--- src/verilog/bus_pkg.sv ---
`default_nettype none

package bus_pkg;

    // widths of the shared memory bus
    localparam int BUS_DW   = 32;
    localparam int BUS_AW   = 30;
    localparam int BUS_SELW = 4;

    // region view of the word address
    localparam int REGION_W = 9;
    localparam int OFFSET_W = BUS_AW - REGION_W;

    // io view of the word address
    localparam int IO_IDX_W  = 6;
    localparam int IO_PAGE_W = BUS_AW - IO_IDX_W;

    // one word address read either as region/offset or as io page/index
    typedef union packed {
        struct packed {
            logic [REGION_W-1:0] region;
            logic [OFFSET_W-1:0] offset;
        } rgn;
        struct packed {
            logic [IO_PAGE_W-1:0] page;
            logic [IO_IDX_W-1:0]  index;
        } io;
    } bus_addr_u;

endpackage

`default_nettype wire

--- src/verilog/wb_bus_if.sv ---
`timescale 1ns/100ps
`default_nettype none

interface wb_bus_if;
    import bus_pkg::*;

    // request
    logic                cyc;
    logic                stb;
    logic                we;
    bus_addr_u           adr;
    logic [BUS_DW-1:0]   dat;
    logic [BUS_SELW-1:0] sel;

    // response
    logic                ack;
    logic                stall;
    logic                err;
    logic [BUS_DW-1:0]   rdat;

    modport master (output cyc, stb, we, adr, dat, sel,
                    input  ack, stall, err, rdat);

    modport slave  (input  cyc, stb, we, adr, dat, sel,
                    output ack, stall, err, rdat);

    // devices never stall and never flag errors
    modport device (input  cyc, stb, we, adr, dat, sel,
                    output ack, rdat);

endinterface

`default_nettype wire

--- src/verilog/wb_pri_arbiter.sv ---
`timescale 1ns/100ps
`default_nettype none

module wb_pri_arbiter (
    input  logic     i_clk,
    input  logic     i_rst_n,
    wb_bus_if.slave  i_a,
    wb_bus_if.slave  i_b,
    wb_bus_if.master o_bus
);

    // grant from the last cycle, low means side A
    logic grant_b;
    // side B owns the merged bus this cycle
    logic owner_b;

    // B keeps the bus as long as it holds cyc
    // otherwise it only wins when A is idle
    assign owner_b = grant_b ? i_b.cyc : (i_b.cyc && !i_a.cyc);

    always_ff @(posedge i_clk) begin
        if (!i_rst_n) begin
            grant_b <= 1'b0;
        end else begin
            grant_b <= owner_b;
        end
    end

    // owner's request onto the merged bus
    assign o_bus.cyc = owner_b ? i_b.cyc : i_a.cyc;
    assign o_bus.stb = owner_b ? i_b.stb : i_a.stb;
    assign o_bus.we  = owner_b ? i_b.we  : i_a.we;
    assign o_bus.adr = owner_b ? i_b.adr : i_a.adr;
    assign o_bus.dat = owner_b ? i_b.dat : i_a.dat;
    assign o_bus.sel = owner_b ? i_b.sel : i_a.sel;

    // responses back to side A
    assign i_a.ack   = !owner_b && o_bus.ack;
    assign i_a.err   = !owner_b && o_bus.err;
    assign i_a.rdat  = owner_b ? '0 : o_bus.rdat;
    assign i_a.stall = owner_b || o_bus.stall;

    // responses back to side B
    assign i_b.ack   = owner_b && o_bus.ack;
    assign i_b.err   = owner_b && o_bus.err;
    assign i_b.rdat  = owner_b ? o_bus.rdat : '0;

    // B waits while A holds the bus
    assign i_b.stall = owner_b ? o_bus.stall : i_a.cyc;

endmodule

`default_nettype wire

--- src/flat_wrapper.sv ---
// flat-port wrapper written by rule: the top's interface ports become plain ports
module wb_pri_arbiter_flat 
  (i_clk, i_rst_n, i_a_cyc, i_a_stb, i_a_we, i_a_adr, i_a_dat, i_a_sel, i_a_ack, i_a_stall, i_a_err, i_a_rdat, i_b_cyc, i_b_stb, i_b_we, i_b_adr, i_b_dat, i_b_sel, i_b_ack, i_b_stall, i_b_err, i_b_rdat, o_bus_cyc, o_bus_stb, o_bus_we, o_bus_adr, o_bus_dat, o_bus_sel, o_bus_ack, o_bus_stall, o_bus_err, o_bus_rdat);
  wb_bus_if i_a_i ();
  wb_bus_if i_b_i ();
  wb_bus_if o_bus_i ();
  input  logic i_clk;
  input  logic i_rst_n;
  input wire logic [$bits(i_a_i.cyc)-1:0] i_a_cyc;
  input wire logic [$bits(i_a_i.stb)-1:0] i_a_stb;
  input wire logic [$bits(i_a_i.we)-1:0] i_a_we;
  input wire logic [$bits(i_a_i.adr)-1:0] i_a_adr;
  input wire logic [$bits(i_a_i.dat)-1:0] i_a_dat;
  input wire logic [$bits(i_a_i.sel)-1:0] i_a_sel;
  output wire logic [$bits(i_a_i.ack)-1:0] i_a_ack;
  output wire logic [$bits(i_a_i.stall)-1:0] i_a_stall;
  output wire logic [$bits(i_a_i.err)-1:0] i_a_err;
  output wire logic [$bits(i_a_i.rdat)-1:0] i_a_rdat;
  input wire logic [$bits(i_b_i.cyc)-1:0] i_b_cyc;
  input wire logic [$bits(i_b_i.stb)-1:0] i_b_stb;
  input wire logic [$bits(i_b_i.we)-1:0] i_b_we;
  input wire logic [$bits(i_b_i.adr)-1:0] i_b_adr;
  input wire logic [$bits(i_b_i.dat)-1:0] i_b_dat;
  input wire logic [$bits(i_b_i.sel)-1:0] i_b_sel;
  output wire logic [$bits(i_b_i.ack)-1:0] i_b_ack;
  output wire logic [$bits(i_b_i.stall)-1:0] i_b_stall;
  output wire logic [$bits(i_b_i.err)-1:0] i_b_err;
  output wire logic [$bits(i_b_i.rdat)-1:0] i_b_rdat;
  output wire logic [$bits(o_bus_i.cyc)-1:0] o_bus_cyc;
  output wire logic [$bits(o_bus_i.stb)-1:0] o_bus_stb;
  output wire logic [$bits(o_bus_i.we)-1:0] o_bus_we;
  output wire logic [$bits(o_bus_i.adr)-1:0] o_bus_adr;
  output wire logic [$bits(o_bus_i.dat)-1:0] o_bus_dat;
  output wire logic [$bits(o_bus_i.sel)-1:0] o_bus_sel;
  input wire logic [$bits(o_bus_i.ack)-1:0] o_bus_ack;
  input wire logic [$bits(o_bus_i.stall)-1:0] o_bus_stall;
  input wire logic [$bits(o_bus_i.err)-1:0] o_bus_err;
  input wire logic [$bits(o_bus_i.rdat)-1:0] o_bus_rdat;
  assign i_a_i.cyc = i_a_cyc;
  assign i_a_i.stb = i_a_stb;
  assign i_a_i.we = i_a_we;
  assign i_a_i.adr = i_a_adr;
  assign i_a_i.dat = i_a_dat;
  assign i_a_i.sel = i_a_sel;
  assign i_a_ack = i_a_i.ack;
  assign i_a_stall = i_a_i.stall;
  assign i_a_err = i_a_i.err;
  assign i_a_rdat = i_a_i.rdat;
  assign i_b_i.cyc = i_b_cyc;
  assign i_b_i.stb = i_b_stb;
  assign i_b_i.we = i_b_we;
  assign i_b_i.adr = i_b_adr;
  assign i_b_i.dat = i_b_dat;
  assign i_b_i.sel = i_b_sel;
  assign i_b_ack = i_b_i.ack;
  assign i_b_stall = i_b_i.stall;
  assign i_b_err = i_b_i.err;
  assign i_b_rdat = i_b_i.rdat;
  assign o_bus_cyc = o_bus_i.cyc;
  assign o_bus_stb = o_bus_i.stb;
  assign o_bus_we = o_bus_i.we;
  assign o_bus_adr = o_bus_i.adr;
  assign o_bus_dat = o_bus_i.dat;
  assign o_bus_sel = o_bus_i.sel;
  assign o_bus_i.ack = o_bus_ack;
  assign o_bus_i.stall = o_bus_stall;
  assign o_bus_i.err = o_bus_err;
  assign o_bus_i.rdat = o_bus_rdat;
  wb_pri_arbiter u_core (.i_clk(i_clk), .i_rst_n(i_rst_n), .i_a(i_a_i), .i_b(i_b_i), .o_bus(o_bus_i));
endmodule
--- config.mk ---
export PLATFORM = sky130hd
export DESIGN_NAME = wb_pri_arbiter_flat
export DESIGN_NICKNAME = d
export VERILOG_FILES = /design/src/verilog/bus_pkg.sv /design/src/verilog/wb_bus_if.sv /design/src/verilog/wb_pri_arbiter.sv /design/src/flat_wrapper.sv
export SDC_FILE = /design/constraint.sdc
export NUM_CORES = 1
export LEC_CHECK = 0
export ABC_AREA = 1
export BUFFER_PORTS_ARGS = -buffer_cell sky130_fd_sc_hd__buf_2
export CORE_AREA = 3 3 120 122
export DETAILED_ROUTE_END_ITERATION = 16
export DIE_AREA = 0 0 123 125
export GPL_TIMING_DRIVEN = 0
export PLACE_DENSITY = 0.43
export SLEW_MARGIN = 20
export SYNTH_ARGS = -nofsm -noshare
export SYNTH_HDL_FRONTEND = slang
export SYNTH_SLANG_ARGS = --single-unit
--- constraint.sdc ---
create_clock -name i_clk -period 1.21 [get_ports i_clk]
set_clock_uncertainty 0.05 [all_clocks]
set_input_delay 0.1815 -clock i_clk [delete_from_list [all_inputs] [get_ports i_clk]]
set_output_delay 0.1815 -clock i_clk [all_outputs]
set_load 0.005 [all_outputs]
# [After elaboration in Yosys (flattened, before gate mapping)]
# Index checks and enable logic that the tools add are counted.
[op_classes] n_mux=10 reduce_logical=8
[op_table] op="$mux W32" n=3
[op_table] op="$mux W30" n=1
[op_table] op="$logic_and A1 B1 Y1" n=5
[op_table] op="$mux W1" n=5
[op_table] op="$mux W4" n=1
[op_table] op="$logic_not A1 Y1" n=2
[op_table] op="$logic_or A1 B1 Y1" n=1
[totals] ff_bits=1 in_bits=175 output_inout_bits=139 word_cells=19

# [Depth between registers and ports, before layout]
[depth] depth_word=5 ltp_mapped=7 ltp_nobuf=5

# [Worst setup path after synthesis]
# No wires, ideal clock.
[synth_timing] kind="flip-flop to output port" from="register u_core.grant_b" to="output port i_b_rdat[22]" arrival_ns=0.917 path_slack_ns=0.061 path_stages_with_launch=7 path_buffers=2 path_cell_list="dfxtp_1 -> inv_1 -> nand2_2 -> nand2_2 -> buf_6 -> buf_4 -> nor2_1"
[synth_between] elab_chain_len=2
[synth_lines] item="start: declaration" line_no="wb_pri_arbiter.sv:13" text="logic grant_b;"
[synth_lines] item="start signal: assignment" line_no="wb_pri_arbiter.sv:25" text="grant_b <= owner_b;"
[synth_lines] item="$mux W1" line_no="wb_pri_arbiter.sv:19" text="assign owner_b = grant_b ? i_b.cyc : (i_b.cyc && !i_a.cyc);"
[synth_lines] item="$mux W32" line_no="wb_pri_arbiter.sv:46" text="assign i_b.rdat = owner_b ? o_bus.rdat : '0;"
[synth_lines] item="end: declaration" line_no="flat_wrapper.sv:28" text="output wire logic [$bits(i_b_i.rdat)-1:0] i_b_rdat;"
# No other way between the ends.

# [Final worst setup path]
[layout_timing] from="register u_core.grant_b" to="output port o_bus_adr[9]"
[layout_between] elab_chain_len=2
[layout_lines] item="$mux W1" line_no="wb_pri_arbiter.sv:19"
[layout_lines] item="$mux W30" line_no="wb_pri_arbiter.sv:33" text="assign o_bus.adr = owner_b ? i_b.adr : i_a.adr;"
[layout_lines] item="end: declaration" line_no="flat_wrapper.sv:32" text="output wire logic [$bits(o_bus_i.adr)-1:0] o_bus_adr;"
# No other way between the ends.

==> results summary <==
The final global-route overflow total is 0. The data arrival time of the critical path came out at about 1.1 ns. The most frequent cell after synthesis is sky130_fd_sc_hd__nand2_1. The portion of synthesized cell area occupied by the leading cell type is 35.5%. The total placed instance area is around 3200 sq um. The total design power came out at 1.75 mW. For this run, the leading register cell type out of synthesis is sky130_fd_sc_hd__dfxtp_1. The core outline area is 13,300 sq um. The hold violation count in the final report is 0. Setup repair after global routing could not meet its margin everywhere.

The die boundary height came out at 125 um. The end-of-flow core utilization came out at 32.3%. The cell leakage power came out at 2.69 nW. For the pin with the worst max-slew slack, the measured transition is roughly 0.41 ns. The I/O pin count came out at 314.

The clock latency of the later-clocked register in the worst-skew pair came out at 0 ns. In this run the tool buffered the top-level ports with 312 buffer cells. The launching element type of the critical path is a register.

The minimum period implied by the final worst setup slack is 1.37 ns. The sum of negative setup slack came out at -13.13 ns. The flip-flop count of the largest register after layout is 1. Summing all non-filler instances in the final layout gives an area of 4290 sq um. For this design, the slowest cell found on the critical path is sky130_fd_sc_hd__dfxtp_1. The flip-flop and latch count after synthesis came out at 1.

The number of setup violations in the final report came out at between 100 and 150. The width of the chip came out at ~120 um. The part of the Yosys area used for sequential elements came out at about 1.4%.

The routed wire length per instance is ~14 um. The number of DRC violations after detailed routing is 0. The relative max-transition margin came out at roughly 73%. The maximum fanout count along the critical path is 8. The total via count after detailed routing is ~3,400. Traced cell by cell, the critical path runs through inv_2, nand2_8, nand2_8, buf_12, clkbuf_16, nand2_2, nand2_1, buf_2. The register with the highest flop count is u_core.grant_b. The count of unique library cells instantiated by Yosys is 13. The average cell area after synthesis is ~4.2 sq um. Final hold analysis gives a worst-case slack of 0.382 ns. The cell occurring most often along the worst timing path is sky130_fd_sc_hd__nand2_8. The clock-pin slew of the registers on the worst-case setup and hold paths is 0 ns. In this run the worst hold path is classified as in2reg. After synthesis, the most frequently instantiated cells are sky130_fd_sc_hd__nand2_1, sky130_fd_sc_hd__nand3_1, sky130_fd_sc_hd__nor2_1, sky130_fd_sc_hd__inv_1, sky130_fd_sc_hd__buf_2.

The fraction of registers with async set/reset came out at 0%. The maximum number of pins on one net before global-route repair came out at 11. The number of enable flip-flop cells after synthesis is 0. The net count of the finished layout is 859. In this design, the stage delay of the slowest critical-path cell is 0.28 ns. The detailed router finished its first iteration with 85 violations. The die area came out at 15,400 sq um. The checks that failed: negative setup slack. The portion of the clock cycle consumed by the worst path in the final layout came out at 114%. The layout-stage area growth over the synthesis result is 192%.

The starting utilization of the core area came out at 11.0%. Static timing analysis puts the maximum clock frequency at 0.728 GHz. The worst setup path is captured at a primary output. The post-DP HPWL is 9040 um.

The first detailed-routing pass took 4 iterations. In the routed layout, each cell is associated on average with a via count of 3.92. Across the run, the number of max-cap violations was 0. The flow ran to the end, but the final reports show violations. The setup path with the least slack is of type reg2out. In this run the remaining antenna-violating nets after routing total 0.

The number of diodes added for antenna fixing is 0. The count of pins over their slew limit was 0. The final weighted congestion of routability-driven global placement came out at 0.791.

For the worst setup path, the data required time is a little under 1 ns. In the final layout, the share of cells above drive strength 1 is 67.7%. The wire length after detailed routing is 11,700 um.

Row generation in the floorplan step produced 42 rows. The fill cell total of the finished layout came out at 1,506. The via count of the first global-routing pass is 3,078. The worst ir drop on vdd came out at 0.149 mV. Counting every net in the synthesized netlist gives 523. Yosys attributes the largest share of cell area to sky130_fd_sc_hd__nand2_1, sky130_fd_sc_hd__nand3_1, sky130_fd_sc_hd__nor2_1, sky130_fd_sc_hd__inv_1, sky130_fd_sc_hd__buf_2. Once routing completed, OpenROAD measured the worst setup slack at -0.164 ns. The top cell type by total area after synthesis is sky130_fd_sc_hd__nand2_1.

The power density normalized to cell area came out at 409 nW/um^2. In the final layout, the registers with the most flip-flops are u_core.grant_b: 1 flops. The global-route usage over all layers is 12.4%. The first-pass GRT wire length is between 15,000 and 20,000 um. The number of antenna violations at the first check in global routing came out at 0.

The instance count of the mapped netlist is 348. The count of synthesis-stage warnings from yosys came out at 0. The cell area after technology mapping came out at 1470 sq um.
-- kinds of logic after synthesis --
family        count (synthesis)  share of synthesized area [%]
buf+inv                      67                           20.6
flops                         1                           1.36
simple gates                280                           78.0
-- critical path, delay by kind of cell, from the launching register on --
| family | cells | cell delay (ns) |
|---|---|---|
| buffers and inverters | 4 | 0.53 |
| AND/OR/NAND/NOR | 4 | 0.31 |
| flip-flops | 1 | 0.28 |
-- area by class of cell --
class	count	area [sq um]	share of cell area (%)
Timing Repair Buffer	336	2020	47.0
Buffer	27	322	7.49
Tap cell	176	220	5.13
Multi-Input combinational cell	280	1550	36.2
Sequential cell	1	20.0	0.467
Inverter	38	159	3.70
-- final timing paths --
check                       startpoint                        end  slack [ns]  cells past startpoint
max reg2reg  u_core.grant_b$_SDFF_PN0_  u_core.grant_b$_SDFF_PN0_        0.19                      5
min reg2reg  u_core.grant_b$_SDFF_PN0_  u_core.grant_b$_SDFF_PN0_        0.85                      5
min                            i_rst_n  u_core.grant_b$_SDFF_PN0_        0.38                      3
max          u_core.grant_b$_SDFF_PN0_               o_bus_adr[9]       -0.16                      8
-- timing repair --
item / CTS / global route
buffers inserted: 9 / 3
cloned: 6 / 6
endpoints found under the hold margin: 0 / 0
hold buffers: 0 / 0
gates resized for setup: 93 / 110
setup endpoints to repair: 140 / 139
pin swaps: 10 / 10
-- metal layers --
metal	wire, um	global-route usage [%]	part of all wire (%)	vias to the layer above
met2	6310	25.2	54	180
met4	33	0.391	0.28	0
li1	-	-	-	1722
met5	0	0	0	-
met1	4430	14.2	38	1455
met3	913	1.72	7.8	4
-- cell usage in the layout (no fill, tap or decap), types with 16 or more instances in the layout --
master and n:
sky130_fd_sc_hd__nor2_1 23, sky130_fd_sc_hd__nor2_2 29, sky130_fd_sc_hd__nand3_2 23, sky130_fd_sc_hd__buf_2 307, sky130_fd_sc_hd__nand3_1 46, sky130_fd_sc_hd__nor2_4 17, sky130_fd_sc_hd__buf_6 16, sky130_fd_sc_hd__nand2_1 113
sky130_fd_sc_hd__nand2_2 26, sky130_fd_sc_hd__inv_1 36
-- power breakdown --
part	internal, mW	switching (mW)
logic	0.906	0.813
clock network	0	0
registers	0.0353	0.000594
-- per-stage QoR --
stage                     std cells  worst slack, ns
after floorplan                 348           0.0613
after global placement          836           -0.400
after detailed placement        836           -0.417
after CTS                       851           -0.153
after global routing            858           -0.223
final                           858           -0.164
(Power assumes the default switching activity.)
