## src/verilog/bus_pkg.sv

```systemverilog
`default_nettype none

package bus_pkg;

    // widths of the shared memory bus
    localparam int BUS_DW   = 32;
    localparam int BUS_AW   = 30;
    localparam int BUS_SELW = 4;

    // region view of the word address
    localparam int REGION_W = 9;
    localparam int OFFSET_W = BUS_AW - REGION_W;

    // io view of the word address
    localparam int IO_IDX_W  = 6;
    localparam int IO_PAGE_W = BUS_AW - IO_IDX_W;

    // one word address read either as region/offset or as io page/index
    typedef union packed {
        struct packed {
            logic [REGION_W-1:0] region;
            logic [OFFSET_W-1:0] offset;
        } rgn;
        struct packed {
            logic [IO_PAGE_W-1:0] page;
            logic [IO_IDX_W-1:0]  index;
        } io;
    } bus_addr_u;

endpackage

`default_nettype wire

```

## src/verilog/map_pkg.sv

```systemverilog
`default_nettype none

package map_pkg;

    // 8 MB regions, selected by the top word address bits
    localparam logic [bus_pkg::REGION_W-1:0] REGION_RAM = 9'd0;
    localparam logic [bus_pkg::REGION_W-1:0] REGION_SYS = 9'd1;

    // io block at byte 0x0100_0000
    localparam logic [bus_pkg::IO_PAGE_W-1:0] IO_PAGE = 24'h01_0000;
    localparam logic [bus_pkg::IO_IDX_W-1:0]  IO_SW_LED = 6'd1;

    // system register indices, low offset bits
    localparam int SYS_IDX_W = 4;

    localparam logic [SYS_IDX_W-1:0] SYS_ID       = 4'd0;
    localparam logic [SYS_IDX_W-1:0] SYS_SCRATCH  = 4'd1;
    localparam logic [SYS_IDX_W-1:0] SYS_ERR_ADDR = 4'd2;
    localparam logic [SYS_IDX_W-1:0] SYS_POWER    = 4'd3;
    localparam logic [SYS_IDX_W-1:0] SYS_INT      = 4'd4;

    localparam logic [bus_pkg::BUS_DW-1:0] SYS_ID_VALUE = 32'h2019_1028;

endpackage

`default_nettype wire

```

## src/verilog/wb_bus_if.sv

```systemverilog
`timescale 1ns/100ps
`default_nettype none

interface wb_bus_if;
    import bus_pkg::*;

    // request
    logic                cyc;
    logic                stb;
    logic                we;
    bus_addr_u           adr;
    logic [BUS_DW-1:0]   dat;
    logic [BUS_SELW-1:0] sel;

    // response
    logic                ack;
    logic                stall;
    logic                err;
    logic [BUS_DW-1:0]   rdat;

    modport master (output cyc, stb, we, adr, dat, sel,
                    input  ack, stall, err, rdat);

    modport slave  (input  cyc, stb, we, adr, dat, sel,
                    output ack, stall, err, rdat);

    // devices never stall and never flag errors
    modport device (input  cyc, stb, we, adr, dat, sel,
                    output ack, rdat);

endinterface

`default_nettype wire

```

## src/verilog/sys_regs.sv

```systemverilog
`timescale 1ns/100ps
`default_nettype none

module sys_regs (
    input  logic               i_clk,
    input  logic               i_rst_n,
    wb_bus_if.device           i_bus,
    input  logic               i_err_pulse,
    input  bus_pkg::bus_addr_u i_err_addr,
    output logic               o_soft_int
);
    import bus_pkg::*;
    import map_pkg::*;

    logic [SYS_IDX_W-1:0] reg_idx;
    logic                 wr_stb;
    logic [BUS_DW-1:0]    scratch;
    logic [BUS_DW-1:0]    power_cnt;
    bus_addr_u            err_addr;
    logic                 ack_q;
    logic [BUS_DW-1:0]    rdat_q;

    assign reg_idx = i_bus.adr.rgn.offset[SYS_IDX_W-1:0];
    assign wr_stb  = i_bus.stb && i_bus.we;

    always_ff @(posedge i_clk) begin
        if (!i_rst_n) begin
            ack_q      <= 1'b0;
            o_soft_int <= 1'b0;
            power_cnt  <= '0;
        end else begin
            ack_q <= i_bus.stb;
            if (wr_stb && (reg_idx == SYS_INT)) begin
                o_soft_int <= i_bus.dat[0];
            end
            // top bit sticks once the count reaches it
            if (!power_cnt[BUS_DW-1]) begin
                power_cnt <= power_cnt + BUS_DW'(1);
            end else begin
                power_cnt[BUS_DW-2:0] <= power_cnt[BUS_DW-2:0] + (BUS_DW-1)'(1);
            end
        end
    end

    always_ff @(posedge i_clk) begin
        if (wr_stb && (reg_idx == SYS_SCRATCH)) begin
            scratch <= i_bus.dat;
        end
        if (i_err_pulse) begin
            err_addr <= i_err_addr;
        end
    end

    always_ff @(posedge i_clk) begin
        case (reg_idx)
            SYS_ID:       rdat_q <= SYS_ID_VALUE;
            SYS_SCRATCH:  rdat_q <= scratch;
            SYS_ERR_ADDR: rdat_q <= {err_addr, 2'b00};
            SYS_POWER:    rdat_q <= power_cnt;
            SYS_INT:      rdat_q <= {{(BUS_DW-1){1'b0}}, o_soft_int};
            default:      rdat_q <= '0;
        endcase
    end

    assign i_bus.ack  = ack_q;
    assign i_bus.rdat = rdat_q;

endmodule

`default_nettype wire

```

## src/flat_wrapper.sv

```systemverilog
// flat-port wrapper written by rule: the top's interface ports become plain ports
module sys_regs_flat import bus_pkg::*; import map_pkg::*;
  (i_clk, i_rst_n, i_err_pulse, i_err_addr, o_soft_int, i_bus_cyc, i_bus_stb, i_bus_we, i_bus_adr, i_bus_dat, i_bus_sel, i_bus_ack, i_bus_rdat);
  wb_bus_if i_bus_i ();
  input  logic i_clk;
  input  logic i_rst_n;
  input  logic i_err_pulse;
  input  bus_pkg::bus_addr_u i_err_addr;
  output logic o_soft_int;
  input wire logic [$bits(i_bus_i.cyc)-1:0] i_bus_cyc;
  input wire logic [$bits(i_bus_i.stb)-1:0] i_bus_stb;
  input wire logic [$bits(i_bus_i.we)-1:0] i_bus_we;
  input wire logic [$bits(i_bus_i.adr)-1:0] i_bus_adr;
  input wire logic [$bits(i_bus_i.dat)-1:0] i_bus_dat;
  input wire logic [$bits(i_bus_i.sel)-1:0] i_bus_sel;
  output wire logic [$bits(i_bus_i.ack)-1:0] i_bus_ack;
  output wire logic [$bits(i_bus_i.rdat)-1:0] i_bus_rdat;
  assign i_bus_i.cyc = i_bus_cyc;
  assign i_bus_i.stb = i_bus_stb;
  assign i_bus_i.we = i_bus_we;
  assign i_bus_i.adr = i_bus_adr;
  assign i_bus_i.dat = i_bus_dat;
  assign i_bus_i.sel = i_bus_sel;
  assign i_bus_ack = i_bus_i.ack;
  assign i_bus_rdat = i_bus_i.rdat;
  sys_regs u_core (.i_clk(i_clk), .i_rst_n(i_rst_n), .i_bus(i_bus_i), .i_err_pulse(i_err_pulse), .i_err_addr(i_err_addr), .o_soft_int(o_soft_int));
endmodule
```

## config.mk

```make
export PLATFORM = sky130hd
export DESIGN_NAME = sys_regs_flat
export DESIGN_NICKNAME = d
export VERILOG_FILES = /design/src/verilog/bus_pkg.sv /design/src/verilog/map_pkg.sv /design/src/verilog/wb_bus_if.sv /design/src/verilog/sys_regs.sv /design/src/flat_wrapper.sv
export SDC_FILE = /design/constraint.sdc
export NUM_CORES = 1
export LEC_CHECK = 0
export ABC_CLOCK_PERIOD_IN_PS = 5100
export BUFFER_PORTS_ARGS = -buffer_cell sky130_fd_sc_hd__buf_2
export CAP_MARGIN = 25
export CELL_PAD_IN_SITES_DETAIL_PLACEMENT = 1
export CELL_PAD_IN_SITES_GLOBAL_PLACEMENT = 1
export CORE_ASPECT_RATIO = 1.1
export CORE_UTILIZATION = 35
export CTS_CLUSTER_DIAMETER = 50
export DETAILED_ROUTE_END_ITERATION = 8
export PLACE_DENSITY = 0.66
export SLEW_MARGIN = 5
export SYNTH_ARGS = -nofsm -noshare
export SYNTH_HDL_FRONTEND = slang
export SYNTH_SLANG_ARGS = --single-unit
```

## constraint.sdc

```tcl
create_clock -name i_clk -period 5.1 [get_ports i_clk]
set_clock_uncertainty 0.15 [all_clocks]
set_input_delay 0.51 -clock i_clk [delete_from_list [all_inputs] [get_ports i_clk]]
set_output_delay 0.51 -clock i_clk [all_outputs]
set_load 0.05 [all_outputs]
```

Word level (Yosys, flattened, before mapping) --
Index checks and enable logic that the tools add are counted.
Storage, ports and cells: output and inout bits 34, register bits 128, logic and storage cells 19, bits of input ports 102
Operators by class: add/subtract/negate cells 2, muxes and demuxes 3, eq/ne operators 4, reductions and logical operators 4
Operators with widths (number):
- one-hot mux 32 bit (5 select lines) | 1
- adder 32 x 1 -> 32 bit (second input constant) | 1
- adder 31 x 1 -> 31 bit (second input constant) | 1
- two-way mux 31 bit | 1
- == test 4 x 2 -> 1 bit (second input constant) | 2
- == test 4 x 1 -> 1 bit (second input constant) | 1
- == test 4 x 3 -> 1 bit (second input constant) | 1
- logical NOT 4 bit | 1
- logical AND 1 bit | 3
- two-way mux 1 bit | 1

Depth between registers and ports, before layout --
Gate-level depths: netlist of the first run.
word-level depth 2, depth in mapped cells 7, depth with buffers taken out 5

Least setup slack after synthesis of the first run --
Ideal clock, no wire load.
kind input to register, start input port i_bus_adr[1], end register u_core.scratch[0], enable pin, cell stages on the path 3, setup slack 1.200 ns, library setup time 0.461 ns, path buffers 2, arrival 3.289 ns, data required time 4.489 ns, cell sequence clkbuf_1 -> buf_1 -> nor3_1
Between the ends: word-level cells in the longest chain between the ends 2
RTL lines:
- start, declared | RTL line flat_wrapper.sv:13 | input wire logic [$bits(i_bus_i.adr)-1:0] i_bus_adr;
- == test 4 x 1 -> 1 bit | RTL line sys_regs.sv:46 | if (wr_stb && (reg_idx == SYS_SCRATCH)) begin
- logical AND 1 bit | RTL line sys_regs.sv:46
- end signal, assigned | RTL line sys_regs.sv:47 | scratch <= i_bus.dat;
- end, declared | RTL line sys_regs.sv:17 | logic [BUS_DW-1:0] scratch;
Every way passes these cells. A chain may end at the register's enable or synchronous reset.

Worst setup path after layout of the first run --
start register u_core.power_cnt[3], end register u_core.power_cnt[25]
Between the ends: word-level cells in the longest chain between the ends 2, elaborated cells between the ends (all ways) 3, classes of those cells add/sub (2); mux (1)
RTL lines:
- start, declared | RTL line sys_regs.sv:18 | logic [BUS_DW-1:0] power_cnt;
- start signal, assigned | RTL line sys_regs.sv:38 | power_cnt <= power_cnt + BUS_DW'(1);
- start signal, assigned by index | RTL line sys_regs.sv:40 | power_cnt[BUS_DW-2:0] <= power_cnt[BUS_DW-2:0] + (BUS_DW-1)'(1);
- adder 32 x 1 -> 32 bit or adder 31 x 1 -> 31 bit (tied branches) | RTL line sys_regs.sv:38, sys_regs.sv:40
- two-way mux 31 bit (*) | RTL line sys_regs.sv:37 | if (!power_cnt[BUS_DW-1]) begin
Mark *: on every way between the ends. The rest lies on a longest branch, timed or not.

==> impl_metrics.toml, run 1 <==
[grt]
track_usage_pct = 17.3
first_global_vias = 3601
antenna_found_initial = 0
grt_overflow_total = 0
grt_start_max_net_pins = 36
grt_pass1_wl_mm = 18.4

[clocking]
postCtsSetupBuffers = 0
worstSkewPairLatency_ns = 0.41
cts_tree = "yes"
cts.hold.buffers_added = 0
worst_setup_hold_path_clk_slew_ns = 0.05
tritoncts.num_buffers = 17
cts_buffer_depth = 2
clock-root-buffer = "clkbuf_16"
clock_sinks = 128
postCtsResizedCells = 0
cts_max_level = 4

[timing]
drv_slew = 0
finalHoldWorstSlack_ns = 0.118
max_freq_ghz = 0.394
finalHoldViolations = 0
rsz0062_at_grt = "false"
period_needed_ns = 2.54
layout_worst_path_cycle_share_pct = 49.8
fin_setup_tns_ns = 0
setup_viol = 0
max_slew.worst_pin.slew_ns = 0.774
slew-limit-headroom_pct = 48.4

[die]
initial_core_util_pct = 36.2
die_h_um = 125
floorplan.die.width_um = 114
floorplan.rows = 44
die_area_mm2 = 0.0143
design.core.area_mm2 = 0.0133
io_pins = 136

[pwr]
ir_worst_vdd_mv = 0.184
power.leakage_nw = 2.25
power.density_cell_area_mw_per_mm2 = 381

[worst_setup_path]
critPathMaxFanout = 17
worst_ep_required_time_ns = 5.29
worst_setup_ep_type = "flop"
cp.arrival_ns = 2.73
worst_setup_path_start_kind = "flop"
critPathKind = "flop to flop"

[synth]
seq_area_frac_synth_pct = 66.0
post-synth-top-count-cell = "dfxtp_1"
mappedNetlistArea_mm2 = 0.00482
yosys-top-cells-count = "dfxtp_1 (66), edfxtp_1 (62), nor2_1 (35)"
post_synth_edffs = 62
ys_types = 36
synth-warning-count = 0
syn-instance-count = 392
flip_flop_and_latch_count_after_synthesis = 128
synthesis.area_per_instance_um2 = 12.3
leading_post_synthesis_cells_by_cell_area = "edfxtp_1 (39%), dfxtp_1 (27%), mux2_2 (5.4%)"
synth_top_cell_area_share_pct = 38.6
synth_fp_nets = 495
synth-async-reset-ratio_pct = 0
synth_ff_type = "dfxtp_1"
post-synth-top-area-cell = "edfxtp_1"

[run]
max_cap_violations = 0

[drt]
drt_drc_violations_left = 0
routed_via_density = 4.99
via_count = 3456
totalWireLength_mm = 11.6
drt_iter0_drc = 124
drt_first_pass_iters = 4
antenna_violating_nets_remaining = 0
drt-wirelength-per-cell_um = 16.8

[placed_design]
numPortBuffers = 104
dp_hpwl_mm = 7.69
gpl.final_weighted_congestion = 0.730

[run_status]
run_status = "finished clean"

[cells_and_area]
antennaDiodeCount = 0
nets = 598
drive_above_1_share_pct = 31.5
area.growth.synth_to_final_pct = 25.3

[min_path]
timing.hold.worst.class = "input pin to flop"
power breakdown:
part	total [W]	internal [W]	switching, W
registers	0.00113	0.00111	0.0000108
clock network	0.00104	0.000644	0.000395
logic	0.000136	0.0000499	0.0000865
layout by cell type, fill, tap and decap left out, drive strengths merged, types with 9 or more instances in the layout:
cell	netlist	layout
clkbuf	19	30
or3	10	10
nor2	35	35
a21oi	30	30
dfxtp	66	66
buf	5	108
nand3	10	10
mux2	23	23
or4	12	12
o21ai	18	18
a22oi	23	23
mux2i	9	9
edfxtp	62	62
nand2	14	14
o31ai	12	12
flip-flops by register name, indices dropped and copies added (netlist names):
name,flops
u_core.err_addr,30
u_core.o_soft_int,1
u_core.power_cnt,32
u_core.scratch,32
u_core.i_bus.rdat,32
u_core.i_bus.ack,1
cell type report:
type	count	area [um^2]
Sequential cell	128	3180
Fill cell	1506	7280
Clock buffer	30	494
Timing Repair Buffer	108	578
Inverter	7	26.3
Clock inverter	2	10.0
Multi-Input combinational cell	233	1520
Tap cell	184	230
stage by stage:
| stage | std cells | util [%] | cell area (um^2) | setup slack (ns) | total power (W) |
|---|---|---|---|---|---|
| floorplan | 392 | - | 4820 | 1.20 | 0.00122 |
| detailed placement | 658 | 41.3 | 5500 | 2.55 | 0.00128 |
| global placement | 658 | 41.3 | 5500 | 2.59 | 0.00128 |
| CTS | 690 | 45.1 | 6000 | 2.53 | 0.00233 |
| finish | 692 | 45.4 | 6040 | 2.56 | 0.00230 |
| global route | 692 | 45.4 | 6040 | 2.44 | 0.00239 |
critical path, stage by stage, from the launching register on:
cell	delay, ns
dfxtp_1	0.46
nand4_2	0.29
or4_1	0.86
or4_1	0.56
a21oi_1	0.14
worst paths after layout:
kind,start,endpoint,slack [ns],cells after the start
hold / removal,i_bus_dat[13],u_core.scratch[13]$_DFFE_PP_,0.12,1
setup reg to reg,u_core.power_cnt[3]$_SDFF_PN0_,u_core.power_cnt[25]$_SDFF_PN0_,2.56,4
setup / recovery,u_core.power_cnt[3]$_SDFF_PN0_,u_core.power_cnt[25]$_SDFF_PN0_,2.56,4
hold reg to reg,u_core.o_soft_int$_SDFFE_PN0P_,u_core.o_soft_int$_SDFFE_PN0P_,0.34,2
metal layers:
layer  wire [um]  track usage, %  up-vias
met3         325            4.07       12
met4         177            7.64        0
met5           0               0        -
met1        4760            19.6     1714
li1            -               -     1675
met2        6330            30.7       55
cells by family (layout without fill, tap and decap cells):
group | Yosys count | after routing | synth area share (%)
compound gates | 85 | 85 | 10.7
buf+inv | 31 | 147 | 2.59
flops | 128 | 128 | 66.0
xor+xnor | 7 | 7 | 1.27
mux | 32 | 32 | 7.24
fa+ha+maj | 1 | 1 | 0.259
simple gates | 108 | 108 | 11.9
(Power assumes the default switching activity.)
==> run 2: changes to the inputs <==
--- a/config.mk
+++ b/config.mk
@@ -5,7 +5,7 @@
 export SDC_FILE = /design/constraint.sdc
 export NUM_CORES = 1
 export LEC_CHECK = 0
-export ABC_CLOCK_PERIOD_IN_PS = 5100
+export ABC_CLOCK_PERIOD_IN_PS = 2400
 export BUFFER_PORTS_ARGS = -buffer_cell sky130_fd_sc_hd__buf_2
 export CAP_MARGIN = 25
 export CELL_PAD_IN_SITES_DETAIL_PLACEMENT = 1
==> constraint.sdc (replaced) <==
create_clock -name i_clk -period 2.4 [get_ports i_clk]
set_clock_uncertainty 0.15 [all_clocks]
set_input_delay 0.24 -clock i_clk [delete_from_list [all_inputs] [get_ports i_clk]]
set_output_delay 0.24 -clock i_clk [all_outputs]
set_load 0.05 [all_outputs]
==> run 2 against run 1 <==
  * Wire length up 15%
  * Combinational power rose to 2.8 times the previous value
  * Sequential cell count unchanged
  * Maximum frequency up 12%
  * Final cell count up 12%
  * Setup slack worse by 2.4 ns
  * Cell area up 14%
  * Sequential power up 110%
  * Via count up 12%
  * Non-clock buffer count up 85
  * Global-route usage up 2.8 points
==> impl_metrics.toml, run 2 (synthesized netlist as in run 1, its figures left out) <==
[timing]
layout_worst_path_cycle_share_pct = 94.7
setup_viol = 0
max_freq_ghz = 0.440
period_needed_ns = 2.27
drv_slew = 0
worst_slack_ns = 0.128
slew-limit-headroom_pct = 49.1
rsz0062_at_grt = "false"
finalHoldViolations = 0
max_slew.worst_pin.slew_ns = 0.764
fin_setup_tns_ns = 0

[grt]
antenna_found_initial = 0
grt_overflow_total = 0
grt_pass1_wl_mm = 21.3
first_global_vias = 4317
grt_start_max_net_pins = 33
track_usage_pct = 20.1

[worst_setup_path]
crit_path_max_incr_delay_ns = 0.58
worst_ep_required_time_ns = 2.59
cpMaxStageDelayCell = "or4_1"
critPathKind = "flop to flop"
critPathMaxFanout = 17
worstPathCellList = "nand3_1 -> or4_1 -> buf_4 -> or4_1 -> a21oi_1"
r2r_cells = 5
worst_setup_path_start_kind = "flop"
worst_path_dominant_cell_family = "simple AND/OR/NAND/NOR gates"
critPathMostFrequentCell = "or4_1"
worst_setup_ep_type = "flop"
critical_path_buf_inv_count = 1
crit_cells = 5
cp.arrival_ns = 2.47

[pwr]
power.switching_fraction_pct = 22.6
power.clock.fraction_pct = 47.6
power.leakage_nw = 2.65
power.density_cell_area_mw_per_mm2 = 765
ir_worst_vdd_mv = 0.446
power.combinational.fraction_pct = 7.3
power_report.internal_total_w = 0.00410
power.sequential.fraction_pct = 45.1
p_sw_w = 0.00120

[clocking]
cts_max_level = 4
postCtsResizedCells = 0
worst_setup_hold_path_clk_slew_ns = 0.06
tritoncts.num_buffers = 17
clock-root-buffer = "clkbuf_16"
worstSkewPairLatency_ns = 0.42
clock_sinks = 128
cts_buffer_depth = 2
cts_tree = "yes"

[cells_and_area]
nets = 683
drive_above_1_share_pct = 31.5
layout.cells.most_common_list = "buf_2 (104), dlygate4sd3_1 (67), dfxtp_1 (66)"
area.growth.synth_to_final_pct = 43.5
antennaDiodeCount = 0
layout_commonest_cell = "buf_2"

[drt]
routed_via_density = 4.98
totalWireLength_mm = 13.3
drt_first_pass_iters = 4
via_count = 3866
drt_drc_violations_left = 0
antenna_violating_nets_remaining = 0
drt_iter0_drc = 137
drt-wirelength-per-cell_um = 17.1

[run]
max_cap_violations = 0

[die]
design.core.area_mm2 = 0.0133
die_h_um = 125
io_pins = 136
initial_core_util_pct = 36.2
die_area_mm2 = 0.0143
floorplan.die.width_um = 114
floorplan.rows = 44

[min_path]
min_delay_path_depth = 4
timing.hold.worst.class = "input pin to flop"

[run_status]
run_status = "finished clean"

[placed_design]
gpl.final_weighted_congestion = 0.733
numPortBuffers = 104
dp_hpwl_mm = 8.32
pre_cts_ws_ns = 0.169
## run 2: repair_timing
item / CTS / global route
endpoints found under the hold margin: 66 / 0
setup buffers: 0 / 0
hold buffers: 67 / 0
## run 2: layer usage
layer | global-route usage (%) | share of wire [%]
met4 | 10.3 | 2.6
met5 | 0 | 0
met1 | 20.1 | 39
met2 | 37.8 | 56
met3 | 4.80 | 2.8
## run 2: power by group through the flow
stage                     combinational (W)  sequential, W  clock [W]
after floorplan                    0.000100        0.00250          0
after global placement             0.000292        0.00243          0
after detailed placement           0.000300        0.00243          0
after CTS                          0.000385        0.00239    0.00257
after global routing               0.000413        0.00239    0.00266
final                              0.000386        0.00239    0.00252
## run 2: worst min-delay path: cells and delay by family
family	cells	cell delay [ns]
simple gates	2	0.20
compound gates	1	0.06
buf+inv	1	0.13
## run 2: final cells by class
| cell class | count | area (um^2) |
|---|---|---|
| Clock buffer | 19 | 443 |
| Tap cell | 184 | 230 |
| Inverter | 7 | 26.3 |
| Fill cell | 1450 | 6400 |
| Sequential cell | 128 | 3180 |
| Multi-Input combinational cell | 233 | 1530 |
| Clock inverter | 13 | 139 |
| Timing Repair Buffer | 193 | 1370 |
## run 2: path summary, 6_finish.rpt
path	startpoint	end	slack, ns
min	i_bus_adr[2]	u_core.o_soft_int$_SDFFE_PN0P_	0.11
max reg2reg	u_core.power_cnt[10]$_SDFF_PN0_	u_core.power_cnt[25]$_SDFF_PN0_	0.13
min reg2reg	u_core.power_cnt[0]$_SDFF_PN0_	u_core.power_cnt[0]$_SDFF_PN0_	0.32
max	u_core.power_cnt[10]$_SDFF_PN0_	u_core.power_cnt[25]$_SDFF_PN0_	0.13
## run 2: stage by stage
step                util (%)  total power (W)  cell area [um^2]  cells  hold WS [ns]
finish                  51.9          0.00529              6920    777         0.114
floorplan                  -          0.00260              4830    392         0.162
global placement        42.5          0.00272              5670    678         0.267
CTS                     51.9          0.00534              6920    777        0.0805
global route            51.9          0.00546              6920    777        0.0995
detailed placement      42.5          0.00273              5670    678         0.269
