$ cat src/verilog/bus_pkg.sv
`default_nettype none

package bus_pkg;

    // widths of the shared memory bus
    localparam int BUS_DW   = 32;
    localparam int BUS_AW   = 30;
    localparam int BUS_SELW = 4;

    // region view of the word address
    localparam int REGION_W = 9;
    localparam int OFFSET_W = BUS_AW - REGION_W;

    // io view of the word address
    localparam int IO_IDX_W  = 6;
    localparam int IO_PAGE_W = BUS_AW - IO_IDX_W;

    // one word address read either as region/offset or as io page/index
    typedef union packed {
        struct packed {
            logic [REGION_W-1:0] region;
            logic [OFFSET_W-1:0] offset;
        } rgn;
        struct packed {
            logic [IO_PAGE_W-1:0] page;
            logic [IO_IDX_W-1:0]  index;
        } io;
    } bus_addr_u;

endpackage

`default_nettype wire

$ cat src/verilog/wb_bus_if.sv
`timescale 1ns/100ps
`default_nettype none

interface wb_bus_if;
    import bus_pkg::*;

    // request
    logic                cyc;
    logic                stb;
    logic                we;
    bus_addr_u           adr;
    logic [BUS_DW-1:0]   dat;
    logic [BUS_SELW-1:0] sel;

    // response
    logic                ack;
    logic                stall;
    logic                err;
    logic [BUS_DW-1:0]   rdat;

    modport master (output cyc, stb, we, adr, dat, sel,
                    input  ack, stall, err, rdat);

    modport slave  (input  cyc, stb, we, adr, dat, sel,
                    output ack, stall, err, rdat);

    // devices never stall and never flag errors
    modport device (input  cyc, stb, we, adr, dat, sel,
                    output ack, rdat);

endinterface

`default_nettype wire

$ cat src/verilog/switch_led_port.sv
`timescale 1ns/100ps
`default_nettype none

module switch_led_port (
    input  logic        i_clk,
    input  logic        i_rst_n,
    wb_bus_if.device    i_bus,
    input  logic [15:0] i_switches,
    output logic [15:0] o_leds
);

    always_ff @(posedge i_clk) begin
        if (!i_rst_n) begin
            o_leds    <= '0;
            i_bus.ack <= 1'b0;
        end else begin
            i_bus.ack <= i_bus.stb;
            if (i_bus.stb && i_bus.we) begin
                o_leds <= i_bus.dat[15:0];
            end
        end
    end

    // switches high, leds low
    always_ff @(posedge i_clk) begin
        i_bus.rdat <= {i_switches, o_leds};
    end

endmodule

`default_nettype wire

$ cat src/flat_wrapper.sv
// flat-port wrapper written by rule: the top's interface ports become plain ports
module switch_led_port_flat 
  (i_clk, i_rst_n, i_switches, o_leds, i_bus_cyc, i_bus_stb, i_bus_we, i_bus_adr, i_bus_dat, i_bus_sel, i_bus_ack, i_bus_rdat);
  wb_bus_if i_bus_i ();
  input  logic i_clk;
  input  logic i_rst_n;
  input  logic [15:0] i_switches;
  output logic [15:0] o_leds;
  input wire logic [$bits(i_bus_i.cyc)-1:0] i_bus_cyc;
  input wire logic [$bits(i_bus_i.stb)-1:0] i_bus_stb;
  input wire logic [$bits(i_bus_i.we)-1:0] i_bus_we;
  input wire logic [$bits(i_bus_i.adr)-1:0] i_bus_adr;
  input wire logic [$bits(i_bus_i.dat)-1:0] i_bus_dat;
  input wire logic [$bits(i_bus_i.sel)-1:0] i_bus_sel;
  output wire logic [$bits(i_bus_i.ack)-1:0] i_bus_ack;
  output wire logic [$bits(i_bus_i.rdat)-1:0] i_bus_rdat;
  assign i_bus_i.cyc = i_bus_cyc;
  assign i_bus_i.stb = i_bus_stb;
  assign i_bus_i.we = i_bus_we;
  assign i_bus_i.adr = i_bus_adr;
  assign i_bus_i.dat = i_bus_dat;
  assign i_bus_i.sel = i_bus_sel;
  assign i_bus_ack = i_bus_i.ack;
  assign i_bus_rdat = i_bus_i.rdat;
  switch_led_port u_core (.i_clk(i_clk), .i_rst_n(i_rst_n), .i_bus(i_bus_i), .i_switches(i_switches), .o_leds(o_leds));
endmodule
$ cat config.mk
export PLATFORM = sky130hd
export DESIGN_NAME = switch_led_port_flat
export DESIGN_NICKNAME = d
export VERILOG_FILES = /design/src/verilog/bus_pkg.sv /design/src/verilog/wb_bus_if.sv /design/src/verilog/switch_led_port.sv /design/src/flat_wrapper.sv
export SDC_FILE = /design/constraint.sdc
export NUM_CORES = 1
export LEC_CHECK = 0
export ABC_CLOCK_PERIOD_IN_PS = 800
export BUFFER_PORTS_ARGS = -buffer_cell sky130_fd_sc_hd__buf_2
export CORE_MARGIN = 3
export CORE_UTILIZATION = 34
export DETAILED_ROUTE_END_ITERATION = 16
export PLACE_DENSITY_LB_ADDON = 0.15
export SKIP_CTS_REPAIR_TIMING = 1
export SYNTH_ARGS = -nofsm -noshare
export SYNTH_HDL_FRONTEND = slang
export SYNTH_SLANG_ARGS = --single-unit
$ cat constraint.sdc
create_clock -name i_clk -period 0.8 [get_ports i_clk]
set_input_delay 0.04 -clock i_clk [delete_from_list [all_inputs] [get_ports i_clk]]
set_output_delay 0.04 -clock i_clk [all_outputs]
set_load 0.02 [all_outputs]
## Yosys cells after proc, flatten, opt, wreduce, memory -nomap -nowiden

Index checks and enable logic that the tools add are counted.

- Reduce and logical (&&, ||, !) cells: 1

Operator list:

| operator | number |
|---|---|
| logical AND 1 bit | 1 |

- Logic and storage cells: 4
- Bits of input ports: 87
- Flip-flop bits (word level): 49
- Output and inout bits: 49

## Longest topological paths before layout

Gate-level depths: netlist of run 1.

- Depth after elaboration: 1
- Depth in mapped cells: 4
- Depth with buffers taken out: 2

## Worst setup path after synthesis of run 1

No wires, ideal clock.

- Kind: reg-to-reg
- Start: register u_core.o_leds[10] (netlist name)
- End: register u_core.o_leds[10]
- Period minus slack after synthesis: 0.681 ns
- Buffers on the path: 0
- Cell stages (with the launch flop): 3
- Arrival time: 0.614 ns
- Path slack: 0.119 ns
- Library setup time: 0.067 ns
- Data required time: 0.733 ns
- Path through: dfxtp_1 nand2_1 o21ai_2

RTL lines:

| element | RTL line | source |
|---|---|---|
| end signal, assigned | switch_led_port.sv:19 | `o_leds <= i_bus.dat[15:0];` |
| end, declared | switch_led_port.sv:9 | `output logic [15:0] o_leds` |

## Worst setup path in the final report of run 1

- Start: register u_core.o_leds[4]
- End: output o_leds[4]

RTL lines:

| element | RTL line | source |
|---|---|---|
| end, declared | flat_wrapper.sv:8 | `output logic [15:0] o_leds;` |

No word-level cell between the ends.

==> results of run 1 <==
[worst min-delay path: cells and delay by family]
family / cells / cell delay [ns]
buffers and inverters: 1 / 0.10
AND/OR/NAND/NOR: 1 / 0.07
AO/OA/AOI/OAI: 1 / 0.06
[cell type report]
cell class | instances | area, sq um
Sequential cell | 49 | 1040
Multi-Input combinational cell | 50 | 293
Timing Repair Buffer | 121 | 1080
Clock buffer | 5 | 68.8
Clock inverter | 2 | 35.0
Tap cell | 48 | 60.1
Fill cell | 269 | 1170
[state kept, by name, indices dropped and copies added (netlist names)]
signal,count
u_core.i_bus.rdat,32
u_core.o_leds,16
u_core.i_bus.ack,1
[metrics by stage]
stage	utilization	setup WS, ns	hold WS, ns	cells
3_5_place_dp	0.475	-0.0664	0.145	234
3_3_place_gp	0.475	0.0157	0.142	234
5_1_grt	0.686	-0.0462	0.00753	275
6_report	0.686	-0.0122	0.00934	275
4_1_cts	0.502	-0.0929	-0.162	241
2_1_floorplan	-	0.119	0.0677	108
[power breakdown]
part	internal, uW	switching (uW)	leakage [uW]
clock network	908	736	0.0000540
registers	2580	73.3	0.000418
logic	427	346	0.000674
total	3920	1160	0.00115
[worst max path at each step]
stage / endpoint / cells past startpoint
after floorplan: u_core.o_leds[10]$_SDFFE_PN0P_ / 2
after global placement: u_core.o_leds[11]$_SDFFE_PN0P_ / 3
after detailed placement: u_core.o_leds[7]$_SDFFE_PN0P_ / 3
after CTS: o_leds[14] / 1
after global routing: o_leds[1] / 1
final: o_leds[4] / 1
[cell usage after synthesis]
cell	instances	area [sq um]
sky130_fd_sc_hd__buf_2	6	30.0
sky130_fd_sc_hd__o21ai_2	10	87.6
sky130_fd_sc_hd__buf_6	2	22.5
sky130_fd_sc_hd__and2_1	1	6.26
sky130_fd_sc_hd__buf_12	1	20.0
sky130_fd_sc_hd__nand2_1	16	60.1
sky130_fd_sc_hd__nand4_1	16	100
sky130_fd_sc_hd__and2_4	1	8.76
sky130_fd_sc_hd__o21ai_1	6	30.0
sky130_fd_sc_hd__dfxtp_1	49	981
[cells by family (layout without fill, tap and decap cells)]
kind of cell | after synthesis | count (layout) | share of synthesized area
AO/OA/AOI/OAI | 16 | 16 | 0.0874
AND/OR/NAND/NOR | 34 | 34 | 0.130
flip-flops | 49 | 49 | 0.729
buffers and inverters | 9 | 128 | 0.0539
[per-layer routing]
metal / wire length [microns] / share of wire / up-vias / global-route usage
met5: 0 / 0 / - / 0
met4: 41 / 0.011 / 0 / 0.0511
met3: 416 / 0.11 / 4 / 0.0567
met2: 2000 / 0.52 / 66 / 0.214
met1: 1370 / 0.36 / 563 / 0.118
li1: - / - / 603 / -
==> metrics, run 1 <==
cts bufs inserted=5; Port-buffer cells=84; starting density of the core=0.360; count of buffering cells on the critical path with inverters included=1; Setup crit start=u_core.o_leds[4]$_SDFFE_PN0P_; maximum net fanout on the critical path=3; number of violations of the max-capacitance limit=0; wire length of the first global-routing pass=4050 microns; Synth Area per Inst=12.5 sq um; post-route setup slack=-0.0122 ns; post-detailed-route via-to-cell ratio=4.49; maximum number of buffers from clock root to sink=2; count of final setup violators=7; outcome=finished, violations left; Leak Pwr=0.00115 uW; setup total negative slack=-0.0406 ns; Net count, final=around 310; ANT cells=0; slowest cell on the critical path=sky130_fd_sc_hd__dfxtp_2; unrepaired setup endpoints after global routing=yes; endpoint of the most critical register-to-register path=u_core.o_leds[14]$_SDFFE_PN0P_; number of hold-slack violations in the final timing report=0; overall die width=68.9 microns; FP Rows=22; Max-Slew Margin vs Limit=0.625; via count of the first global-routing pass=900; Mapped Cells=108; via count of the routed design=1,236; share of final-layout standard cells stronger than drive strength 1=0.678; Iter 0 DRT Violations=38; Crit Reg-Reg Startpoint=u_core.o_leds[14]$_SDFFE_PN0P_; Seq/Total Area, Yosys=0.729; post-route antenna net violation count=0; post-synthesis cell type count=10; endpoint of the worst hold path=u_core.o_leds[6]$_SDFFE_PN0P_; post-synthesis cell area=~1300 sq um; type of the worst setup path=register to output port; placed wire-length estimate=2180 microns; actual slew at the worst max-slew pin=roughly 0.56 ns; CP Data Required Time=0.76 ns; sum of overflow across all layers after global routing=0; Die Outline Area=4750 sq um; maximum single-stage delay on the critical path=0.36 ns; most common cell after layout, fill and taps aside=sky130_fd_sc_hd__buf_6; upper clock frequency limit=1230 MHz; flops & latches, synth=49; number of antenna violations at the first check in global routing=0; maximum number of pins on one net before global-route repair=34; violated checks=negative setup slack; latest clock arrival within the worst-skew pair=0.29 ns; arrival time at the worst endpoint=0.77 ns; Warnings, synthesis=0; area of the core=3740 sq um; P&R area growth vs syn=90.9%; commonest cells after routing, fill and taps aside=48 x sky130_fd_sc_hd__buf_6, 45 x sky130_fd_sc_hd__dfxtp_2, 35 x sky130_fd_sc_hd__buf_2; clk_skew=0.00430 ns; GR Util All Layers=0.120; max-slew violation total from the final report=0; kind of start point of the critical path=register; total design power=5070 uW; IO Pins=136; final non-filler cell area=2570 sq um; worst path cell trace=buf_6; maximum level of the CTS H-tree=2; minimum clock period after layout=slightly above 0.8 ns; crit end category=output port; worst-case vdd ir drop=~0.0011 V; Post-Syn Nets=195; clk sinks=49; Die H=68.9 microns; Post-route DRC=0; placement-stage cell area=1780 sq um; buffer cell driving the clock tree root=sky130_fd_sc_hd__clkbuf_8; Routability Congestion=roughly 0.67; type of the tightest min-delay check=primary input to register; share of the cycle needed by the critical path after routing=1.02; Clock transition at path regs=0.08 ns; Total Routed Length=3830 microns; Avg WL per Cell=13.9 microns; Power per Cell Area=1970 nW/um^2; CP top delay family=flip-flops; R2R setup slack=0.11 ns; clock tree from TritonCTS=built; Hold Crit Start=i_bus_dat[6]; worst-case reg-to-reg path depth=3; drt first pass iters=4; cell count of the worst hold path=3
(Power assumes the default switching activity.)
==> run 2: changes to the inputs <==
--- a/config.mk
+++ b/config.mk
@@ -5,10 +5,10 @@
 export SDC_FILE = /design/constraint.sdc
 export NUM_CORES = 1
 export LEC_CHECK = 0
-export ABC_CLOCK_PERIOD_IN_PS = 800
+export ABC_CLOCK_PERIOD_IN_PS = 1000
 export BUFFER_PORTS_ARGS = -buffer_cell sky130_fd_sc_hd__buf_2
 export CORE_MARGIN = 3
-export CORE_UTILIZATION = 34
+export CORE_UTILIZATION = 37
 export DETAILED_ROUTE_END_ITERATION = 16
 export PLACE_DENSITY_LB_ADDON = 0.15
 export SKIP_CTS_REPAIR_TIMING = 1
==> constraint.sdc (replaced) <==
create_clock -name i_clk -period 1 [get_ports i_clk]
set_input_delay 0.05 -clock i_clk [delete_from_list [all_inputs] [get_ports i_clk]]
set_output_delay 0.05 -clock i_clk [all_outputs]
set_load 0.005 [all_outputs]
==> run 2 against run 1 <==
The run now ends clean; global-route usage rose by 1.8 points; clock power fell by 31%; final area fell by 16%; sequential share of layout area rose by 4.8 points; critical path depth did not move; critical endpoint is now o_leds[13].
==> metrics, run 2 (synthesized netlist as in run 1, its figures left out) <==
filler cell count=279 (+3.7%); minimum clock period after layout=roughly 0.92 ns; via count of the first global-routing pass=1,008 (+12%); kind of start point of the critical path=register; Max-Slew Margin vs Limit=0.628 (+0.00327); post-route setup slack=0.0834 ns (+0.0956 ns); maximum level of the CTS H-tree=2 (unchanged); worst-case vdd ir drop=0.000898 V (-21%); starting density of the core=0.394 (+0.0345); unrepaired setup endpoints after global routing=no; Setup crit start=u_core.o_leds[13]$_SDFFE_PN0P_; setup total negative slack=0 ns (+0.0406 ns); latest clock arrival within the worst-skew pair=0.36 ns (+0.07 ns); Die Outline Area=4400 sq um (-7.4%); arrival time at the worst endpoint=0.87 ns (+0.10 ns); P&R area growth vs syn=61.2%; Clock transition at path regs=0.14 ns (+0.06 ns); via count of the routed design=1,202 (-2.8%); CP Data Required Time=0.95 ns (+0.19 ns); maximum number of pins on one net before global-route repair=34 (unchanged); type of the tightest min-delay check=primary input to register; Crit Reg-Reg Startpoint=u_core.o_leds[14]$_SDFFE_PN0P_; clk sinks=49 (unchanged); outcome=finished, final reports clean; overall die width=66.3 microns (-3.8%); post-detailed-route via-to-cell ratio=4.44 (-1.3%); count of buffering cells on the critical path with inverters included=1 (unchanged); worst path cell trace=buf_2; max-slew violation total from the final report=0 (unchanged); share of the cycle needed by the critical path after routing=0.917; Net count, final=311 (-0.96%); maximum number of buffers from clock root to sink=2 (unchanged); share of final-layout standard cells stronger than drive strength 1=0.467 (-0.212); actual slew at the worst max-slew pin=0.558 ns (-0.00491 ns); clock tree from TritonCTS=built; dpl ws=0.136 ns (+0.202 ns); maximum net fanout on the critical path=3 (unchanged); Leak Pwr=0.00104 uW (-9.2%); placed wire-length estimate=2140 microns (-1.8%); number of flip-flops in the largest register=32 (unchanged); Port-buffer cells=84 (unchanged); number of antenna violations at the first check in global routing=0 (unchanged); number of violations of the max-capacitance limit=0 (unchanged); crit end category=output port; Power per Cell Area=1650 nW/um^2 (-16%); count of final setup violators=0 (-7); type of the worst setup path=register to output port; Routability Congestion=0.667 (-0.25%); total area of multi-input combinational cells=293 sq um (unchanged); top register by number of flip-flops=u_core.i_bus.rdat; CP top delay family=flip-flops; Total Routed Length=3540 microns (-7.6%); most common cell after layout, fill and taps aside=sky130_fd_sc_hd__buf_2; largest registers=u_core.i_bus.rdat (32), u_core.o_leds (16), u_core.i_bus.ack (1); drt first pass iters=4 (unchanged); post-route antenna net violation count=0 (unchanged); Storage cell area=981 sq um (-5.4%); GR Util All Layers=0.138 (+0.0179); cts bufs inserted=5 (unchanged); wire length of the first global-routing pass=4550 microns (+12%); Post-route DRC=0 (unchanged); Hold Crit Start=i_bus_stb; area of the core=3420 sq um (-8.8%); ANT cells=0 (unchanged); Die H=66.3 microns (-3.8%); Avg WL per Cell=13.1 microns (-6.2%); slowest cell on the critical path=sky130_fd_sc_hd__dfxtp_1; clk_skew=0.00655 ns (+0.00225 ns); buffer cell driving the clock tree root=sky130_fd_sc_hd__clkbuf_4; maximum single-stage delay on the critical path=0.38 ns (+0.02 ns); Iter 0 DRT Violations=61 (+61%); sum of overflow across all layers after global routing=0 (unchanged); upper clock frequency limit=~1100 MHz; IO Pins=136 (unchanged); FP Rows=21 (-4.5%); number of hold-slack violations in the final timing report=0 (unchanged); commonest cells after routing, fill and taps aside=84 x sky130_fd_sc_hd__buf_2, 49 x sky130_fd_sc_hd__dfxtp_1, 32 x sky130_fd_sc_hd__dlygate4sd3_1
-- run 2: per-stage QoR --
| step | instance area [sq um] | utilization | instances | power (uW) | hold slack (ns) |
|---|---|---|---|---|---|
| after floorplan | 1350 | - | 108 | 2250 | 0.0777 |
| after global placement | 1770 | 0.517 | 231 | 2400 | 0.153 |
| after detailed placement | 1770 | 0.517 | 231 | 2410 | 0.157 |
| after CTS | 1850 | 0.542 | 239 | 3540 | -0.230 |
| after global routing | 2170 | 0.636 | 271 | 3800 | 0.0292 |
| final | 2170 | 0.636 | 271 | 3590 | 0.0518 |
-- run 2: cell type report --
| cell class | instances | area share |
|---|---|---|
| tap | 46 | 0.0265 |
| timing repair buffer | 118 | 0.348 |
| sequential | 49 | 0.452 |
| clock buffer | 5 | 0.0173 |
| multi-input combinational | 50 | 0.135 |
| clock inverter | 3 | 0.0213 |
-- run 2: worst paths after layout --
| check | endpoint | slack [ns] | cells past startpoint |
|---|---|---|---|
| worst max-delay path | o_leds[13] | 0.08 | 1 |
| worst min-delay path | u_core.i_bus.ack$_SDFF_PN0_ | 0.05 | 2 |
| worst max register to register | u_core.o_leds[14]$_SDFFE_PN0P_ | 0.36 | 2 |
| worst min register to register | u_core.i_bus.rdat[1]$_DFF_P_ | 0.37 | 0 |
-- run 2: power breakdown --
group / total (uW) / internal, uW / switching [uW]
Clock: 1130 / 530 / 597
Combinational: 379 / 221 / 159
Sequential: 2090 / 2050 / 34.8
Total: 3590 / 2800 / 791
-- run 2: layer usage --
layer	global-route usage	vias to the layer above	wire length, microns
met4	0.0609	0	74
li1	-	601	-
met5	0	-	0
met1	0.156	520	1380
met3	0.0612	9	439
met2	0.223	72	1650
==> run 3: changes to the inputs <==
--- a/config.mk
+++ b/config.mk
@@ -10,7 +10,7 @@
 export CORE_MARGIN = 3
 export CORE_UTILIZATION = 37
 export DETAILED_ROUTE_END_ITERATION = 16
-export PLACE_DENSITY_LB_ADDON = 0.15
+export PLACE_DENSITY = 0.94
 export SKIP_CTS_REPAIR_TIMING = 1
 export SYNTH_ARGS = -nofsm -noshare
 export SYNTH_HDL_FRONTEND = slang
==> run 3 against run 2 <==
Clock skew is 0.00058 ns higher; highest routed layer unchanged; non-clock buffer count stayed put; wire length is 25% higher; clock power is 4% higher; die area stayed put; global-route usage is 1.0 points higher; maximum frequency is 0.57% lower; setup slack worse by 0.0053 ns; sequential share of layout area hardly changed; critical path depth stayed put; utilization hardly changed; critical path type unchanged.
==> metrics, run 3 (synthesized netlist as in run 1, its figures left out) <==
area of the core=3420 sq um (unchanged); P&R area growth vs syn=61.3% (about the same); Hold Crit Start=i_bus_stb; placement-stage cell area=1770 sq um (unchanged); Power per Cell Area=1690 nW/um^2 (+2.0%); number of flip-flops in the largest register=32 (unchanged); worst-case vdd ir drop=0.000616 V (-31%); Storage cell area=981 sq um (unchanged); cts bufs inserted=5 (unchanged); CP top delay family=flip-flops; Leak Pwr=0.00105 uW (+0.39%); IO Pins=136 (unchanged); switching power=795 uW (+0.56%); clock tree from TritonCTS=built; placed cell count=231 (unchanged); minimum clock period after layout=0.922 ns (+0.00525 ns); number of violations of the max-capacitance limit=0 (unchanged); Routability Congestion=0.668 (+0.19%); fraction of power spent switching nets=0.217 (-0.00321); busiest layer in global routing=met2; post-route antenna net violation count=0 (unchanged); via count of the routed design=1,265 (+5.2%); Avg WL per Cell=16.4 microns (+25%); worst-case reg-to-reg path depth=2 (unchanged); ANT cells=0 (unchanged); number of antenna violations at the first check in global routing=0 (unchanged); maximum net fanout on the critical path=3 (unchanged); type of the worst setup path=register to output port; top register by number of flip-flops=u_core.i_bus.rdat; Final Util=0.636 (about the same); met1 usage=0.133 (-0.0233); overall die width=66.3 microns (unchanged); upper clock frequency limit=1080 MHz (-0.57%); drt first pass iters=4 (unchanged); combinational share of power=0.108 (+0.002); sum of overflow across all layers after global routing=0 (unchanged); clk_skew=0.00713 ns (+0.000576 ns); Min Hold Slack=0.178 ns (+0.126 ns); filler cell count=237 (-15%); share of final-layout standard cells stronger than drive strength 1=0.462 (-0.00444); actual slew at the worst max-slew pin=0.556 ns (-0.00200 ns); most common cell after layout, fill and taps aside=sky130_fd_sc_hd__buf_2; post-detailed-route via-to-cell ratio=4.67 (+5.2%); outcome=finished, final reports clean; clk sinks=49 (unchanged); worst path cell trace=buf_2; FP Rows=21 (unchanged); unrepaired setup endpoints after global routing=no; count of buffering cells on the critical path with inverters included=1 (unchanged); max-slew violation total from the final report=0 (unchanged); R2R setup slack=0.34 ns (-0.02 ns); Post-route DRC=0 (unchanged); largest registers=u_core.i_bus.rdat (32), u_core.o_leds (16), u_core.i_bus.ack (1); endpoint of the most critical register-to-register path=u_core.o_leds[4]$_SDFFE_PN0P_; placed wire-length estimate=2440 microns (+14%); maximum level of the CTS H-tree=2 (unchanged); crit end category=output port; final non-filler cell area=2170 sq um (about the same); setup total negative slack=0 ns (unchanged); GR Util All Layers=0.148 (+0.0103); number of hold-slack violations in the final timing report=0 (unchanged); type of the tightest min-delay check=primary input to register; Net count, final=311 (unchanged); Crit Reg-Reg Startpoint=u_core.o_leds[4]$_SDFFE_PN0P_; maximum number of buffers from clock root to sink=2 (unchanged); CP Data Required Time=0.95 ns (about the same); GR Util met3=0.0663 (+0.00510); via count of the first global-routing pass=982 (-2.6%); share of the cycle needed by the critical path after routing=0.922 (+0.00525); commonest cells after routing, fill and taps aside=84 x sky130_fd_sc_hd__buf_2, 49 x sky130_fd_sc_hd__dfxtp_1, 32 x sky130_fd_sc_hd__dlygate4sd3_1; clock network power share=0.320 (+0.006); Iter 0 DRT Violations=82 (+34%); count of final setup violators=0 (unchanged); kind of start point of the critical path=register; arrival time at the worst endpoint=0.87 ns (about the same); latest clock arrival within the worst-skew pair=0.35 ns (about the same); Die Outline Area=4400 sq um (unchanged); cell internal power dissipation=2870 uW (+2.5%); Die H=66.3 microns (unchanged); Clock transition at path regs=0.13 ns (about the same); met2 track demand over resource in global routing=0.266 (+0.0434); slowest cell on the critical path=sky130_fd_sc_hd__dfxtp_1; wire length of the first global-routing pass=4690 microns (+3.2%); maximum single-stage delay on the critical path=0.38 ns (about the same); count of non-filler cells in the finished layout=271 (unchanged); endpoint of the worst hold path=u_core.o_leds[6]$_SDFFE_PN0P_; cell count of the worst hold path=3 (+1); Max-Slew Margin vs Limit=0.629 (+0.00134); Total Routed Length=4440 microns (+25%); buffer cell driving the clock tree root=sky130_fd_sc_hd__clkbuf_4; total area of multi-input combinational cells=293 sq um (unchanged); share of power burned in registers=0.572 (-0.009); Port-buffer cells=84 (unchanged); maximum number of pins on one net before global-route repair=34 (unchanged); starting density of the core=0.394 (unchanged)
-- run 3: worst reg2reg max path: stages, from the launching register on --
cell	delay, ns
sky130_fd_sc_hd__dfxtp_1	0.38
sky130_fd_sc_hd__nand2_1	0.06
sky130_fd_sc_hd__o21ai_1	0.16
-- run 3: layer usage --
metal / vias to the layer above / share of wire
met5: - / 0
met4: 0 / 0.026
met2: 73 / 0.51
met1: 579 / 0.37
met3: 14 / 0.097
li1: 599 / -
-- run 3: worst max-delay path by stage --
stage	start	endpoint	slack, ns	cells past startpoint
floorplan	i_bus_we	u_core.o_leds[10]$_SDFFE_PN0P_	0.35	4
global placement	i_rst_n	u_core.o_leds[8]$_SDFFE_PN0P_	0.18	3
detailed placement	i_rst_n	u_core.o_leds[12]$_SDFFE_PN0P_	0.13	3
CTS	u_core.o_leds[14]$_SDFFE_PN0P_	o_leds[14]	0.07	1
global route	u_core.o_leds[13]$_SDFFE_PN0P_	o_leds[13]	0.005	1
finish	u_core.o_leds[14]$_SDFFE_PN0P_	o_leds[14]	0.08	1
-- run 3: power groups by stage --
stage	Sequential, uW	Clock, uW	Combinational (uW)
2_1_floorplan	2140	0	104
3_3_place_gp	2130	0	275
3_5_place_dp	2130	0	285
4_1_cts	2090	1180	286
5_1_grt	2100	1280	430
6_report	2090	1170	397
-- run 3: stage by stage --
| step | power [uW] | setup slack [ns] |
|---|---|---|
| floorplan | 2250 | 0.353 |
| global placement | 2400 | 0.181 |
| detailed placement | 2420 | 0.134 |
| CTS | 3550 | 0.0679 |
| global route | 3820 | 0.00492 |
| finish | 3670 | 0.0781 |
-- run 3: layout make-up --
cell class,instances,share of cell area
clock buffers,7,0.0253
clock inverters,1,0.0138
multi-input cells,50,0.135
flip-flops and latches,49,0.452
well taps,46,0.0265
repair buffers,118,0.348
